--- config.mk ---
export PLATFORM = sky130hd
export DESIGN_NAME = tone_channel_top
export DESIGN_NICKNAME = d
export VERILOG_FILES = /design/src/tone_gen_pkg.sv /design/src/tone_channel_top.sv /design/src/volume_adjuster.sv /design/src/gain_ramp.sv /design/src/phase_sine_dds.sv
export SDC_FILE = /design/constraint.sdc
export NUM_CORES = 1
export LEC_CHECK = 0
export ABC_AREA = 1
export ABC_CLOCK_PERIOD_IN_PS = 7700
export BUFFER_PORTS_ARGS = -buffer_cell sky130_fd_sc_hd__clkbuf_2
export CORE_MARGIN = 2
export CORE_UTILIZATION = 45
export DETAILED_ROUTE_END_ITERATION = 16
export HOLD_SLACK_MARGIN = 0.06
export PLACE_DENSITY = 0.6
export REMOVE_ABC_BUFFERS = 1
export SLEW_MARGIN = 0
export SYNTH_ARGS = -nofsm -noshare
export SYNTH_HDL_FRONTEND = slang
export SYNTH_HIERARCHICAL = 1
export SYNTH_SLANG_ARGS = --single-unit
--- constraint.sdc ---
create_clock -name a_clk -period 7.7 [get_ports a_clk]
set_input_delay 0 -clock a_clk [delete_from_list [all_inputs] [get_ports a_clk]]
set_output_delay 0 -clock a_clk [all_outputs]
set_load 0.02 [all_outputs]
--- src/tone_gen_pkg.sv ---
`default_nettype none

package tone_gen_pkg;

    ////////////////////
    // Data types
    ////////////////////

    // Synthesised channel A sample
    typedef logic signed [13:0] sample_t;

    // Gain in Q14 with unity at 16384
    typedef logic [15:0] gain_t;

    // Phase accumulator and frequency word
    typedef logic [31:0] phase_t;

    // One channel's half of the output word
    typedef logic [15:0] half_word_t;

    // Channel A in the upper half, channel B in the lower half
    typedef logic [31:0] out_word_t;

    ////////////////////
    // Gain and sine constants
    ////////////////////

    // Fraction bits of gain_t
    localparam int GAIN_Q = 14;
    // Largest gain, loaded targets clamp here
    localparam gain_t GAIN_UNITY = 16'd16384;
    // Largest synthesised magnitude
    localparam int SINE_PEAK = 8191;

endpackage

`default_nettype wire
--- src/tone_channel_top.sv ---
`timescale 1ns/1ps
`default_nettype none

module tone_channel_top #(
    // Largest gain change per sample
    parameter int RAMP_STEP = 64
)
(
    input  wire                         a_clk,
    input  wire                         reset,
    input  wire tone_gen_pkg::phase_t     freq_word,
    input  wire                         freq_load,
    input  wire tone_gen_pkg::gain_t      volume,
    input  wire                         volume_load,
    input  wire                         sample_strobe,
    input  wire tone_gen_pkg::half_word_t aux_sample,
    output tone_gen_pkg::out_word_t     out_tdata,
    output logic                        out_tvalid
);

    ////////////////////
    // Internal wiring
    ////////////////////

    tone_gen_pkg::sample_t sample;
    logic                  sample_valid;
    tone_gen_pkg::gain_t   gain;

    // Channel A synthesis, sample 2 cycles after strobe
    phase_sine_dds phase_sine_dds_i
    (
        .a_clk         (a_clk),
        .reset         (reset),
        .freq_word     (freq_word),
        .freq_load     (freq_load),
        .sample_strobe (sample_strobe),
        .sample        (sample),
        .sample_valid  (sample_valid)
    );

    // Volume smoothing
    gain_ramp #(
        .RAMP_STEP (RAMP_STEP)
    ) gain_ramp_i
    (
        .a_clk        (a_clk),
        .reset        (reset),
        .volume       (volume),
        .volume_load  (volume_load),
        .sample_valid (sample_valid),
        .gain         (gain)
    );

    // Scale and pack, output 2 cycles after sample
    volume_adjuster volume_adjuster_i
    (
        .a_clk        (a_clk),
        .reset        (reset),
        .sample       (sample),
        .sample_valid (sample_valid),
        .gain         (gain),
        .aux_sample   (aux_sample),
        .out_tdata    (out_tdata),
        .out_tvalid   (out_tvalid)
    );

endmodule

`default_nettype wire

--- src/volume_adjuster.sv ---
`timescale 1ns/1ps
`default_nettype none

module volume_adjuster
(
    input  wire                         a_clk,
    input  wire                         reset,
    input  wire tone_gen_pkg::sample_t    sample,
    input  wire                         sample_valid,
    input  wire tone_gen_pkg::gain_t      gain,
    input  wire tone_gen_pkg::half_word_t aux_sample,
    output tone_gen_pkg::out_word_t     out_tdata,
    output logic                        out_tvalid
);

    ////////////////////
    // Stage one
    ////////////////////

    tone_gen_pkg::sample_t    x_reg;
    tone_gen_pkg::gain_t      v_reg;
    tone_gen_pkg::half_word_t aux_reg;
    logic                     valid1;

    // Capture operands with the sample
    always_ff @(posedge a_clk)
    begin
        if (sample_valid)
        begin
            x_reg   <= sample;
            v_reg   <= gain;
            aux_reg <= aux_sample;
        end
    end

    ////////////////////
    // Stage two
    ////////////////////

    // 14-bit signed times 17-bit positive gain
    logic signed [30:0] product;
    logic signed [30:0] scaled;
    tone_gen_pkg::half_word_t chan_a;

    always_comb
    begin
        product = x_reg * $signed({1'b0, v_reg});
        // Drop the Q14 fraction, rounds toward minus infinity
        scaled  = product >>> tone_gen_pkg::GAIN_Q;
        // Fits in 14 bits so the low 16 are already sign-extended
        chan_a  = scaled[15:0];
    end

    always_ff @(posedge a_clk)
    begin
        if (valid1)
            out_tdata <= {chan_a, aux_reg};
    end

    // Valid follows data through both stages
    always_ff @(posedge a_clk)
    begin
        if (reset)
        begin
            valid1     <= 1'b0;
            out_tvalid <= 1'b0;
        end
        else
        begin
            valid1     <= sample_valid;
            out_tvalid <= valid1;
        end
    end

endmodule

`default_nettype wire

--- src/gain_ramp.sv ---
`timescale 1ns/1ps
`default_nettype none

module gain_ramp #(
    parameter int RAMP_STEP = 64
)
(
    input  wire                    a_clk,
    input  wire                    reset,
    input  wire tone_gen_pkg::gain_t volume,
    input  wire                    volume_load,
    input  wire                    sample_valid,
    output tone_gen_pkg::gain_t    gain
);

    tone_gen_pkg::gain_t target;
    tone_gen_pkg::gain_t gain_next;
    // Remaining distance in either direction
    tone_gen_pkg::gain_t dist_up;
    tone_gen_pkg::gain_t dist_dn;

    ////////////////////
    // Next gain
    ////////////////////

    always_comb
    begin
        dist_up = target - gain;
        dist_dn = gain - target;
        if (gain < target)
        begin
            // Land on target when close enough
            if (dist_up <= 16'(RAMP_STEP))
                gain_next = target;
            else
                gain_next = gain + 16'(RAMP_STEP);
        end
        else if (gain > target)
        begin
            if (dist_dn <= 16'(RAMP_STEP))
                gain_next = target;
            else
                gain_next = gain - 16'(RAMP_STEP);
        end
        else
            gain_next = gain;
    end

    ////////////////////
    // Target and applied gain
    ////////////////////

    always_ff @(posedge a_clk)
    begin
        if (reset)
        begin
            target <= '0;
            gain   <= '0;
        end
        else
        begin
            // Clamp at unity
            if (volume_load)
                target <= (volume > tone_gen_pkg::GAIN_UNITY) ? tone_gen_pkg::GAIN_UNITY
                                                              : volume;
            // One step per sample, after this sample used the old value
            if (sample_valid)
                gain <= gain_next;
        end
    end

endmodule

`default_nettype wire

--- src/phase_sine_dds.sv ---
`timescale 1ns/1ps
`default_nettype none

module phase_sine_dds
(
    input  wire                    a_clk,
    input  wire                    reset,
    input  wire tone_gen_pkg::phase_t freq_word,
    input  wire                    freq_load,
    input  wire                    sample_strobe,
    output tone_gen_pkg::sample_t  sample,
    output logic                   sample_valid
);

    ////////////////////
    // Phase accumulator
    ////////////////////

    tone_gen_pkg::phase_t freq_reg;
    tone_gen_pkg::phase_t phase;
    // Strobe delayed to line up with the new phase
    logic strobe_d;

    always_ff @(posedge a_clk)
    begin
        if (reset)
        begin
            freq_reg <= '0;
            phase    <= '0;
            strobe_d <= 1'b0;
        end
        else
        begin
            // New frequency used from the next cycle on
            if (freq_load)
                freq_reg <= freq_word;
            // Advance once per sample, wraps at 2^32
            if (sample_strobe)
                phase <= phase + freq_reg;
            strobe_d <= sample_strobe;
        end
    end

    ////////////////////
    // Parabolic half-wave
    ////////////////////

    // Position inside the half period
    logic [14:0] u;
    logic [15:0] u_comp;
    // u * (32768 - u), up to 2^28
    logic [30:0] para;
    logic [15:0] para_top;
    tone_gen_pkg::sample_t mag;
    tone_gen_pkg::sample_t sample_next;

    always_comb
    begin
        u        = phase[30:16];
        u_comp   = 16'd32768 - {1'b0, u};
        para     = u * u_comp;
        para_top = para[30:15];
        // Peak of the parabola is 8192, one above the cap
        if (para_top > 16'(tone_gen_pkg::SINE_PEAK))
            mag = tone_gen_pkg::sample_t'(tone_gen_pkg::SINE_PEAK);
        else
            mag = tone_gen_pkg::sample_t'(para_top);
        // Second half period is the negative lobe
        sample_next = phase[31] ? -mag : mag;
    end

    // Sample register, no reset on payload
    always_ff @(posedge a_clk)
    begin
        if (strobe_d)
            sample <= sample_next;
    end

    always_ff @(posedge a_clk)
    begin
        if (reset)
            sample_valid <= 1'b0;
        else
            sample_valid <= strobe_d;
    end

endmodule

`default_nettype wire

Word-level counts from Yosys, hierarchy flattened:

Index checks and enable logic that the tools add are counted.

* bits in registers: 192
* input port bits: 69
* output and inout port bits: 33
* word-level logic and storage cells: 37

* add/sub/neg operators: 7
* $mul: 2
* $lt $le $gt $ge: 6
* mux-type cells: 7
* reduce and logical (&&, ||, !) cells: 2

Operators by type and width (number)
* 16-bit two-way mux: 5
* 32-bit adder: 1
* 16-bit by 7-bit less-or-equal comparator with 1-bit output (second input constant): 2
* 16-bit subtractor: 2
* 15-bit by 16-bit multiplier with 31-bit output: 1
* 14-bit by 17-bit multiplier with 30-bit output: 1
* 14-bit two-way mux: 2
* 16-bit by 7-bit adder with 16-bit output (second input constant): 1
* 16-bit by 13-bit greater-than comparator with 1-bit output (second input constant): 1
* 16-bit by 15-bit greater-than comparator with 1-bit output (second input constant): 1
* 16-bit greater-than comparator: 1
* 16-bit < comparator: 1
* 16-bit by 15-bit subtractor with 16-bit output (first input constant): 1
* 16-bit by 7-bit subtractor with 16-bit output (second input constant): 1
* 14-bit negator: 1
* 2-bit AND reduction: 1
* 2-bit nonzero test: 1

Depth between registers and ports, before layout:

Gate-level depths: netlist of the first run.

* word-level depth: 6
* gate-level depth with buffers: 51
* gate-level depth less buffers: 48

Hierarchy:

Netlist of the first run, hierarchy kept.

By module, submodules not included
* phase_sine_dds: instances 1, cells an instance 1813, area each 13181.4 um^2, seq. area each 1741.7 um^2
* volume_adjuster: instances 1, cells an instance 1179, area each 10326.2 um^2, seq. area each 2382.3 um^2
* gain_ramp: instances 1, cells an instance 683, area each 3858.7 um^2, seq. area each 640.6 um^2

Worst setup path before layout of the first run:

Ideal clock, no wire load.

* kind: register -> register
* from: register phase_sine_dds_i.phase[17]
* to: register phase_sine_dds_i.sample[12] (data pin)
* setup time: 249 ps
* arrival: 7727 ps
* required time: 7451 ps
* slack: -277 ps
* cell stages (with the launch flop): 50
* buffers on the path: 3
* period minus slack after synthesis: 7977 ps
* cell sequence: dfxtp_1 -> inv_1 -> clkbuf_1 -> ha_1 -> nand3_1 -> nor3_1 -> nand2_1 -> nor2_1 -> nand3_1 -> inv_1 -> ha_1 -> clkbuf_1 -> inv_1 -> nand2_1 -> fa_1 -> fa_1 -> inv_1 -> fa_1 -> [14 not listed] -> nand2_1 -> nand2_1 -> nor2_4 -> nand2_1 -> inv_2 -> buf_4 -> nand2_1 -> inv_1 -> ha_1 -> inv_1 -> nor2_1 -> nand4_4 -> nand2_4 -> nand2_4 -> nor2_4 -> nand3_1 -> nand2_1 -> inv_1

* longest elaborated chain between the ends: 6

Ends and longest elaborated chain
* start, declared: line phase_sine_dds.sv:20 `tone_gen_pkg::phase_t phase;`
* start signal, assigned: line phase_sine_dds.sv:39 `phase <= phase + freq_reg;`
* 16-bit by 15-bit subtractor with 16-bit output: line phase_sine_dds.sv:60 `u_comp = 16'd32768 - {1'b0, u};`
* 15-bit by 16-bit multiplier with 31-bit output *: line phase_sine_dds.sv:61 `para = u * u_comp;`
* 16-bit by 13-bit greater-than comparator with 1-bit output: line phase_sine_dds.sv:64 `if (para_top > 16'(tone_gen_pkg::SINE_PEAK))`
* 14-bit two-way mux *: line phase_sine_dds.sv:64
* net phase_sine_dds_i.mag[0]: line phase_sine_dds.sv:54 `tone_gen_pkg::sample_t mag;`
* 14-bit negator *: line phase_sine_dds.sv:69 `sample_next = phase[31] ? -mag : mag;`
* 14-bit two-way mux *: line phase_sine_dds.sv:69
* net phase_sine_dds_i.sample_next[12]: line phase_sine_dds.sv:55 `tone_gen_pkg::sample_t sample_next;`
* end signal, assigned: line phase_sine_dds.sv:76 `sample <= sample_next;`
* end, declared: line phase_sine_dds.sv:11 `output tone_gen_pkg::sample_t sample,`

Mark *: on every way through the listed nets, which the timed path passes. The rest lies on a longest branch.
A chain may end at the register's enable or synchronous reset.

Worst setup path after layout of the first run:

* from: register phase_sine_dds_i.phase[16]
* to: register phase_sine_dds_i.sample[10] (data pin)

* longest elaborated chain between the ends: 6

Ends and longest elaborated chain (line)
* 16-bit by 15-bit subtractor with 16-bit output: phase_sine_dds.sv:60
* 15-bit by 16-bit multiplier with 31-bit output *: phase_sine_dds.sv:61
* 16-bit by 13-bit greater-than comparator with 1-bit output: phase_sine_dds.sv:64
* 14-bit two-way mux *: phase_sine_dds.sv:64
* 14-bit negator: phase_sine_dds.sv:69
* 14-bit two-way mux *: phase_sine_dds.sv:69
* net phase_sine_dds_i.sample_next[10]: phase_sine_dds.sv:55

Marks and branches as above.

==> impl_metrics.json, run 1 <==
{
  "clock_latency_ns": 0.49,
  "grt_usage": 0.234,
  "cts-root-buf": "clkbuf_16",
  "setup_tns_ns": 0,
  "synthDistinctLibCells": 50,
  "synthArstFlopShare": 0,
  "grt_pass1_wl_um": 118000,
  "min_period_ns": 7.52,
  "chipHeight_um": 251,
  "dp_hpwl_um": 57100,
  "synth_area_um2": 27400,
  "fin_crit_sh": 0.976,
  "ys_warn_count": 6,
  "die-width_um": 251,
  "rows": 90,
  "synth_ff_type": "dfxtp_1",
  "placeableCoreArea_um2": 60200,
  "cp.arrival_ns": 7.76,
  "start_util": 0.454,
  "drc": 0,
  "wire_per_inst_um": 15.2,
  "nets": 4611,
  "hold_ws_ns": 0.133,
  "clk_path_buf_depth": 2,
  "critPathLaunchType": "register",
  "synth_top_area_cell": "fa_1",
  "hold_class": "in -> reg",
  "tightestPinTransition_ns": 1.18,
  "grt_overflow": 0,
  "skew_ns": 0.0152,
  "numPortBuffers": 101,
  "grt_pass1_vias": 23300,
  "multiInputGateArea_um2": 19800,
  "worstPathRequired_ns": 7.94,
  "num-fill-cells": 5908,
  "diodes": 0,
  "finalHoldViolations": 0,
  "synth.most_common_cell": "nand2_1",
  "ant_nets": 0,
  "cts_buffers": 17,
  "drive_gt1_frac": 0.123,
  "antenna_found_initial": 0,
  "cap_violations": 0,
  "wirelength_um": 71500,
  "synthCells": 3675,
  "drv_slew": 0,
  "synth-seq-area-share": 0.174,
  "synth.top_cells.by_count": "nand2_1 (880), inv_1 (825), nor2_1 (360)",
  "vias_per_cell": 4.92,
  "h-tree-depth": 4,
  "grt_max_degree": 48,
  "gp_congestion": 0.922,
  "synth.area.top_cells": "fa_1 (25%), ha_1 (13%), nand2_1 (12%)",
  "ios": 102,
  "die-area_um2": 62800,
  "num_vias": 23200,
  "rsz0062_at_grt": "true",
  "slowest_delay_ns": 0.53,
  "cts.reportedPaths.clkPinSlew_ns": 0.08,
  "crit_type": "reg -> reg",
  "fmax_ghz": 0.133,
  "syn_area_per_cell_um2": 7.45,
  "synth.top_cell.area_share": 0.252,
  "ys_ff_latch": 192,
  "setup.worst_path.end_class": "register",
  "critPathMaxFanout": 5,
  "register_area_um2": 4770,
  "maxSlewHeadroom": 0.212,
  "synth_edf_count": 92,
  "tritoncts": "yes",
  "drt_iter0_drc": 1209,
  "firstDrtPassIters": 5,
  "areaGrowthSynthToFinish_pct": 15.8,
  "cts_sinks": 192,
  "setup_viol": 0,
  "outcome": "complete, no violations",
  "slowest_stage": "fa_1"
}
## critical path, delay by kind of cell, from the launching register on
kind | cells | cell delay [ns]
AND/OR/NAND/NOR | 24 | 2.37
AO/OA/AOI/OAI | 1 | 0.07
flip-flops | 1 | 0.34
adder cells (fa/ha/maj) | 10 | 3.81
buffers and inverters | 11 | 0.67
## cell families after synthesis
family | synth area share
fa+ha+maj | 0.379
xor+xnor | 0.0205
other cells | 0.000274
simple gates | 0.228
flops | 0.174
buf+inv | 0.132
compound gates | 0.0655
## worst paths after layout
kind                                      end  slack, ns  depth (start not counted)                       start
hold / removal       volume_adjuster_i/valid1       0.13                          2                       reset
setup / recovery  phase_sine_dds_i/sample[10]       0.18                         46  phase_sine_dds_i/phase[16]
hold reg to reg    volume_adjuster_i/x_reg[8]       0.41                          0  phase_sine_dds_i/sample[8]
setup reg to reg  phase_sine_dds_i/sample[10]       0.18                         46  phase_sine_dds_i/phase[16]
## repair_timing
item	CTS	global route
hold buffers	84	0
resized for setup	16	170
endpoints found under the hold margin	64	0
pin swaps	2	82
buffers inserted	0	9
setup endpoints to repair	10	13
## cells in the final DEF, fill, tap and decap left out, types with 6 or more instances in the layout
| cell | n |
|---|---|
| nand2_1 | 851 |
| inv_1 | 796 |
| fa_1 | 342 |
| nor2_1 | 337 |
| ha_1 | 253 |
| a21oi_1 | 145 |
| o21ai_0 | 136 |
| buf_4 | 135 |
| nand3_1 | 125 |
| clkbuf_2 | 101 |
| dfxtp_1 | 96 |
| edfxtp_1 | 92 |
| dlygate4sd3_1 | 84 |
| xor2_1 | 42 |
| inv_2 | 37 |
| nand2_2 | 36 |
| nand4_1 | 28 |
| ha_4 | 25 |
| nor2_2 | 23 |
| xnor2_1 | 22 |
| nor3_1 | 21 |
| nor2_4 | 18 |
| clkbuf_16 | 17 |
| conb_1 | 15 |
| a21oi_2 | 14 |
| nand3b_1 | 11 |
| nand3_2 | 10 |
| nor4_1 | 7 |
| nand2_4 | 7 |
| o21bai_1 | 7 |
| a31oi_1 | 7 |
| a21o_1 | 6 |
| o211ai_1 | 6 |
| or2_2 | 6 |
## per-stage QoR
stage / setup WS (ns) / cell area (um2) / instances / utilization
finish: 0.184 / 31700 / 4714 / 0.526
detailed placement: -0.377 / 29400 / 4589 / 0.488
global route: -0.204 / 31700 / 4714 / 0.526
global placement: -0.224 / 29400 / 4589 / 0.488
floorplan: -0.457 / 27000 / 3577 / -
CTS: 0.0176 / 30900 / 4705 / 0.513
## layout make-up
class | instances | area share
inverter | 841 | 0.0999
clock inverter | 15 | 0.00612
clock buffer | 17 | 0.0134
multi-input combinational | 2544 | 0.624
timing repair buffer | 323 | 0.0756
tap | 782 | 0.0309
sequential | 192 | 0.150
## per-layer routing
layer / wire length (um) / GRT usage / vias up / share of wire
li1: - / - / 11600 / -
met2: 36500 / 0.426 / 403 / 0.51
met1: 31400 / 0.294 / 11100 / 0.44
met4: 1690 / 0.0696 / 0 / 0.024
met5: 0 / 0 / - / 0
met3: 1990 / 0.0217 / 100 / 0.028
Power of run 1 is left out: the tool's default activity adds up to more than one toggle a clock period on the data nets, which glitch-free logic cannot reach.
==> run 2: changes to the inputs <==
Settings changed: BUFFER_PORTS_ARGS -buffer_cell sky130_fd_sc_hd__clkbuf_2 to unset, DONT_BUFFER_PORTS set to 1, PLACE_DENSITY 0.6 to 0.59.
==> impl_metrics.json, run 2 (synthesized netlist as in run 1, its figures left out) <==
{
  "fin_area_um2": 31500,
  "wire_per_inst_um": 15.6,
  "layout_commonest_cell": "nand2_1",
  "critPathLaunchType": "register",
  "skew_ns": 0.0161,
  "dp_cells": 4491,
  "worstPathRequired_ns": 7.97,
  "grt_max_degree": 48,
  "cap_violations": 0,
  "drive_gt1_frac": 0.0988,
  "chipHeight_um": 251,
  "register_area_um2": 4770,
  "numPortBuffers": 0,
  "fin_crit_sh": 0.971,
  "tritoncts": "yes",
  "maxSlewHeadroom": 0.232,
  "tightestPinTransition_ns": 1.15,
  "antenna_found_initial": 0,
  "slowest_stage": "fa_2",
  "critical_path_buf_inv_count": 8,
  "rows": 90,
  "grt_usage": 0.237,
  "grt_overflow": 0,
  "startpoint": "phase_sine_dds_i/phase[17]",
  "cts_sinks": 192,
  "ios": 102,
  "vias_per_cell": 4.96,
  "placed_area_um2": 28900,
  "num_vias": 23100,
  "critPathMaxFanout": 6,
  "grt_pass1_vias": 23200,
  "firstDrtPassIters": 6,
  "grt_pass1_wl_um": 119000,
  "diodes": 0,
  "min_period_ns": 7.48,
  "fmax_ghz": 0.134,
  "mostFrequentLayoutCells": "nand2_1 (855), inv_1 (803), fa_1 (341)",
  "areaGrowthSynthToFinish_pct": 15.2,
  "cp.arrival_ns": 7.74,
  "setup.worst_path.end_class": "register",
  "nets": 4546,
  "stdcell_count": 4649,
  "cts.reportedPaths.clkPinSlew_ns": 0.09,
  "rsz0062_at_grt": "true",
  "h-tree-depth": 4,
  "ant_nets": 0,
  "start_util": 0.454,
  "crit_family": "adder cells",
  "hp-start": "aux_sample[4]",
  "post-place-ws_ns": -0.298,
  "outcome": "complete, no violations",
  "die-area_um2": 62800,
  "setup_viol": 0,
  "clk_path_buf_depth": 2,
  "drc": 0,
  "r2r-start": "phase_sine_dds_i/phase[17]",
  "multiInputGateArea_um2": 19700,
  "finalHoldViolations": 0,
  "wirelength_um": 72500,
  "placeableCoreArea_um2": 60200,
  "clock_latency_ns": 0.50,
  "die-width_um": 251,
  "crit_top_cell": "nand2_2",
  "drt_iter0_drc": 1292,
  "hold_class": "in -> reg",
  "slowest_delay_ns": 0.55,
  "cts-root-buf": "clkbuf_16",
  "cts_buffers": 17,
  "crit_type": "reg -> reg",
  "gp_congestion": 0.923,
  "fin_ws_ns": 0.224,
  "num-fill-cells": 5868,
  "dp_hpwl_um": 56900,
  "drv_slew": 0
}
==> run 2: path summary, 6_finish.rpt <==
path,to,slack [ns],cells after the start
max,phase_sine_dds_i/sample[12],0.22,44
min,volume_adjuster_i/aux_reg[4],0.13,1
max reg2reg,phase_sine_dds_i/sample[12],0.22,44
min reg2reg,volume_adjuster_i/out_tdata[6],0.42,0
==> run 2: per-stage QoR <==
stage               setup TNS [ns]   util  hold slack, ns
global route                -0.573  0.523           0.116
finish                           0  0.523           0.127
detailed placement           -1.34  0.480          0.0882
global placement            -0.689  0.480          0.0863
CTS                              0  0.513          0.0822
floorplan                    -2.08      -          0.0691
==> run 2: timing repair <==
action                                  CTS  global route
pin swaps                                12            77
endpoints found under the setup margin    6            11
endpoints found under the hold margin   102             0
gates resized for setup                  37           131
setup buffers                             3            13
hold buffers                            110             0
==> run 2: area by class of cell <==
cell class                 count  area share
multi-input combinational   2544       0.625
sequential                   192       0.151
inverter                     841       0.100
timing repair buffer         258      0.0712
tap                          782      0.0310
clock buffer                  17      0.0135
clock inverter                15     0.00722
==> run 2: layer usage <==
metal	global-route usage	up-vias	wire, um
li1	-	11500	-
met1	0.302	11000	31600
met2	0.423	417	36500
met3	0.0235	113	2350
met4	0.0775	0	2080
met5	0	-	0
Power of run 2 is left out for the same reason.
==> run 3: changes to the inputs <==
Settings changed: CORE_MARGIN 2 to unset, SETUP_SLACK_MARGIN set to 0.5.
==> impl_metrics.json, run 3 (synthesized netlist as in run 1, its figures left out) <==
{
  "skew_ns": 0.0207,
  "grt_max_degree": 49,
  "setup.worst_path.end_class": "register",
  "vias_per_cell": 4.96,
  "dp_hpwl_um": 56500,
  "cts-root-buf": "clkbuf_16",
  "ios": 102,
  "die-width_um": 249,
  "dp_cells": 4488,
  "placeableCoreArea_um2": 60200,
  "antenna_found_initial": 0,
  "clock_latency_ns": 0.50,
  "slowest_stage": "fa_1",
  "drv_slew": 0,
  "min_period_ns": 7.36,
  "fmax_ghz": 0.136,
  "setup_viol": 0,
  "fin_ws_ns": 0.345,
  "grt_overflow": 0,
  "rows": 90,
  "startpoint": "phase_sine_dds_i/phase[18]",
  "r2r-start": "phase_sine_dds_i/phase[18]",
  "critPathMaxFanout": 5,
  "grt_pass1_wl_um": 119000,
  "die-area_um2": 61800,
  "drc": 0,
  "grt_pass1_vias": 23400,
  "crit_top_cell": "inv_1",
  "post-place-ws_ns": -0.197,
  "areaGrowthSynthToFinish_pct": 15.9,
  "critPathLaunchType": "register",
  "cts_sinks": 192,
  "cap_violations": 0,
  "firstDrtPassIters": 5,
  "gp_congestion": 0.908,
  "fin_crit_sh": 0.955,
  "cts_buffers": 17,
  "slowest_delay_ns": 0.53,
  "diodes": 0,
  "stdcell_count": 4665,
  "finalHoldViolations": 0,
  "maxSlewHeadroom": 0.231,
  "ant_nets": 0,
  "grt_usage": 0.240,
  "tritoncts": "yes",
  "wire_per_inst_um": 15.4,
  "hp-start": "reset",
  "start_util": 0.454,
  "drt_iter0_drc": 1235,
  "clk_path_buf_depth": 2,
  "h-tree-depth": 4,
  "nets": 4562,
  "cp.arrival_ns": 7.61,
  "drive_gt1_frac": 0.100,
  "worstPathRequired_ns": 7.95,
  "outcome": "complete, no violations",
  "mostFrequentLayoutCells": "nand2_1 (858), inv_1 (800), fa_1 (344)",
  "num_vias": 23200,
  "cts.reportedPaths.clkPinSlew_ns": 0.09,
  "tightestPinTransition_ns": 1.15,
  "numPortBuffers": 0,
  "wirelength_um": 71800,
  "layout_commonest_cell": "nand2_1",
  "crit_type": "reg -> reg",
  "rsz0062_at_grt": "true",
  "hold_class": "in -> reg",
  "chipHeight_um": 249
}
[run 3: timing repair]
action	4_1_cts	5_1_grt
hold endpoints to repair	102	0
pin swaps	72	61
hold buffers	114	0
resized for setup	122	59
cloned	0	1
buffers inserted	22	8
setup endpoints to repair	13	13
[run 3: metal layers]
| layer | vias up | global-route usage | part of all wire |
|---|---|---|---|
| met1 | 11000 | 0.298 | 0.43 |
| met2 | 460 | 0.426 | 0.50 |
| met3 | 132 | 0.0268 | 0.037 |
| li1 | 11500 | - | - |
| met5 | - | 0 | 0 |
| met4 | 0 | 0.0905 | 0.032 |
[run 3: worst max-delay path: cells and delay by family (launching register included)]
| family | cells | cell delay [ns] |
|---|---|---|
| adders and majority gates | 9 | 3.76 |
| and+or+nand+nor | 18 | 1.61 |
| buffers and inverters | 14 | 1.24 |
| DFF | 1 | 0.40 |
| xor gates and xnor gates | 1 | 0.11 |
[run 3: stage by stage]
| step | utilization | TNS, ns | area [um2] | hold WS, ns |
|---|---|---|---|---|
| 2_1_floorplan | - | -2.08 | 27000 | 0.0691 |
| 3_3_place_gp | 0.480 | -0.541 | 28900 | 0.0853 |
| 3_5_place_dp | 0.480 | -0.843 | 28900 | 0.0868 |
| 4_1_cts | 0.521 | 0 | 31400 | 0.0859 |
| 5_1_grt | 0.527 | -0.178 | 31700 | 0.115 |
| 6_report | 0.527 | 0 | 31700 | 0.121 |
[run 3: final timing paths]
kind,to,slack [ns],depth (start not counted)
worst max-delay path,phase_sine_dds_i/sample[6],0.34,42
worst min-delay path,gain_ramp_i/gain[4],0.12,3
worst max register to register,phase_sine_dds_i/sample[6],0.34,42
worst min register to register,volume_adjuster_i/out_tdata[10],0.42,0
[run 3: cell type report]
class	instances	area, um2
timing repair buffer	274	2420
fill	5809	28500
inverter	841	3160
tap	782	978
clock inverter	15	194
sequential	192	4770
clock buffer	17	425
multi-input combinational	2544	19800
Power of run 3 is left out for the same reason.
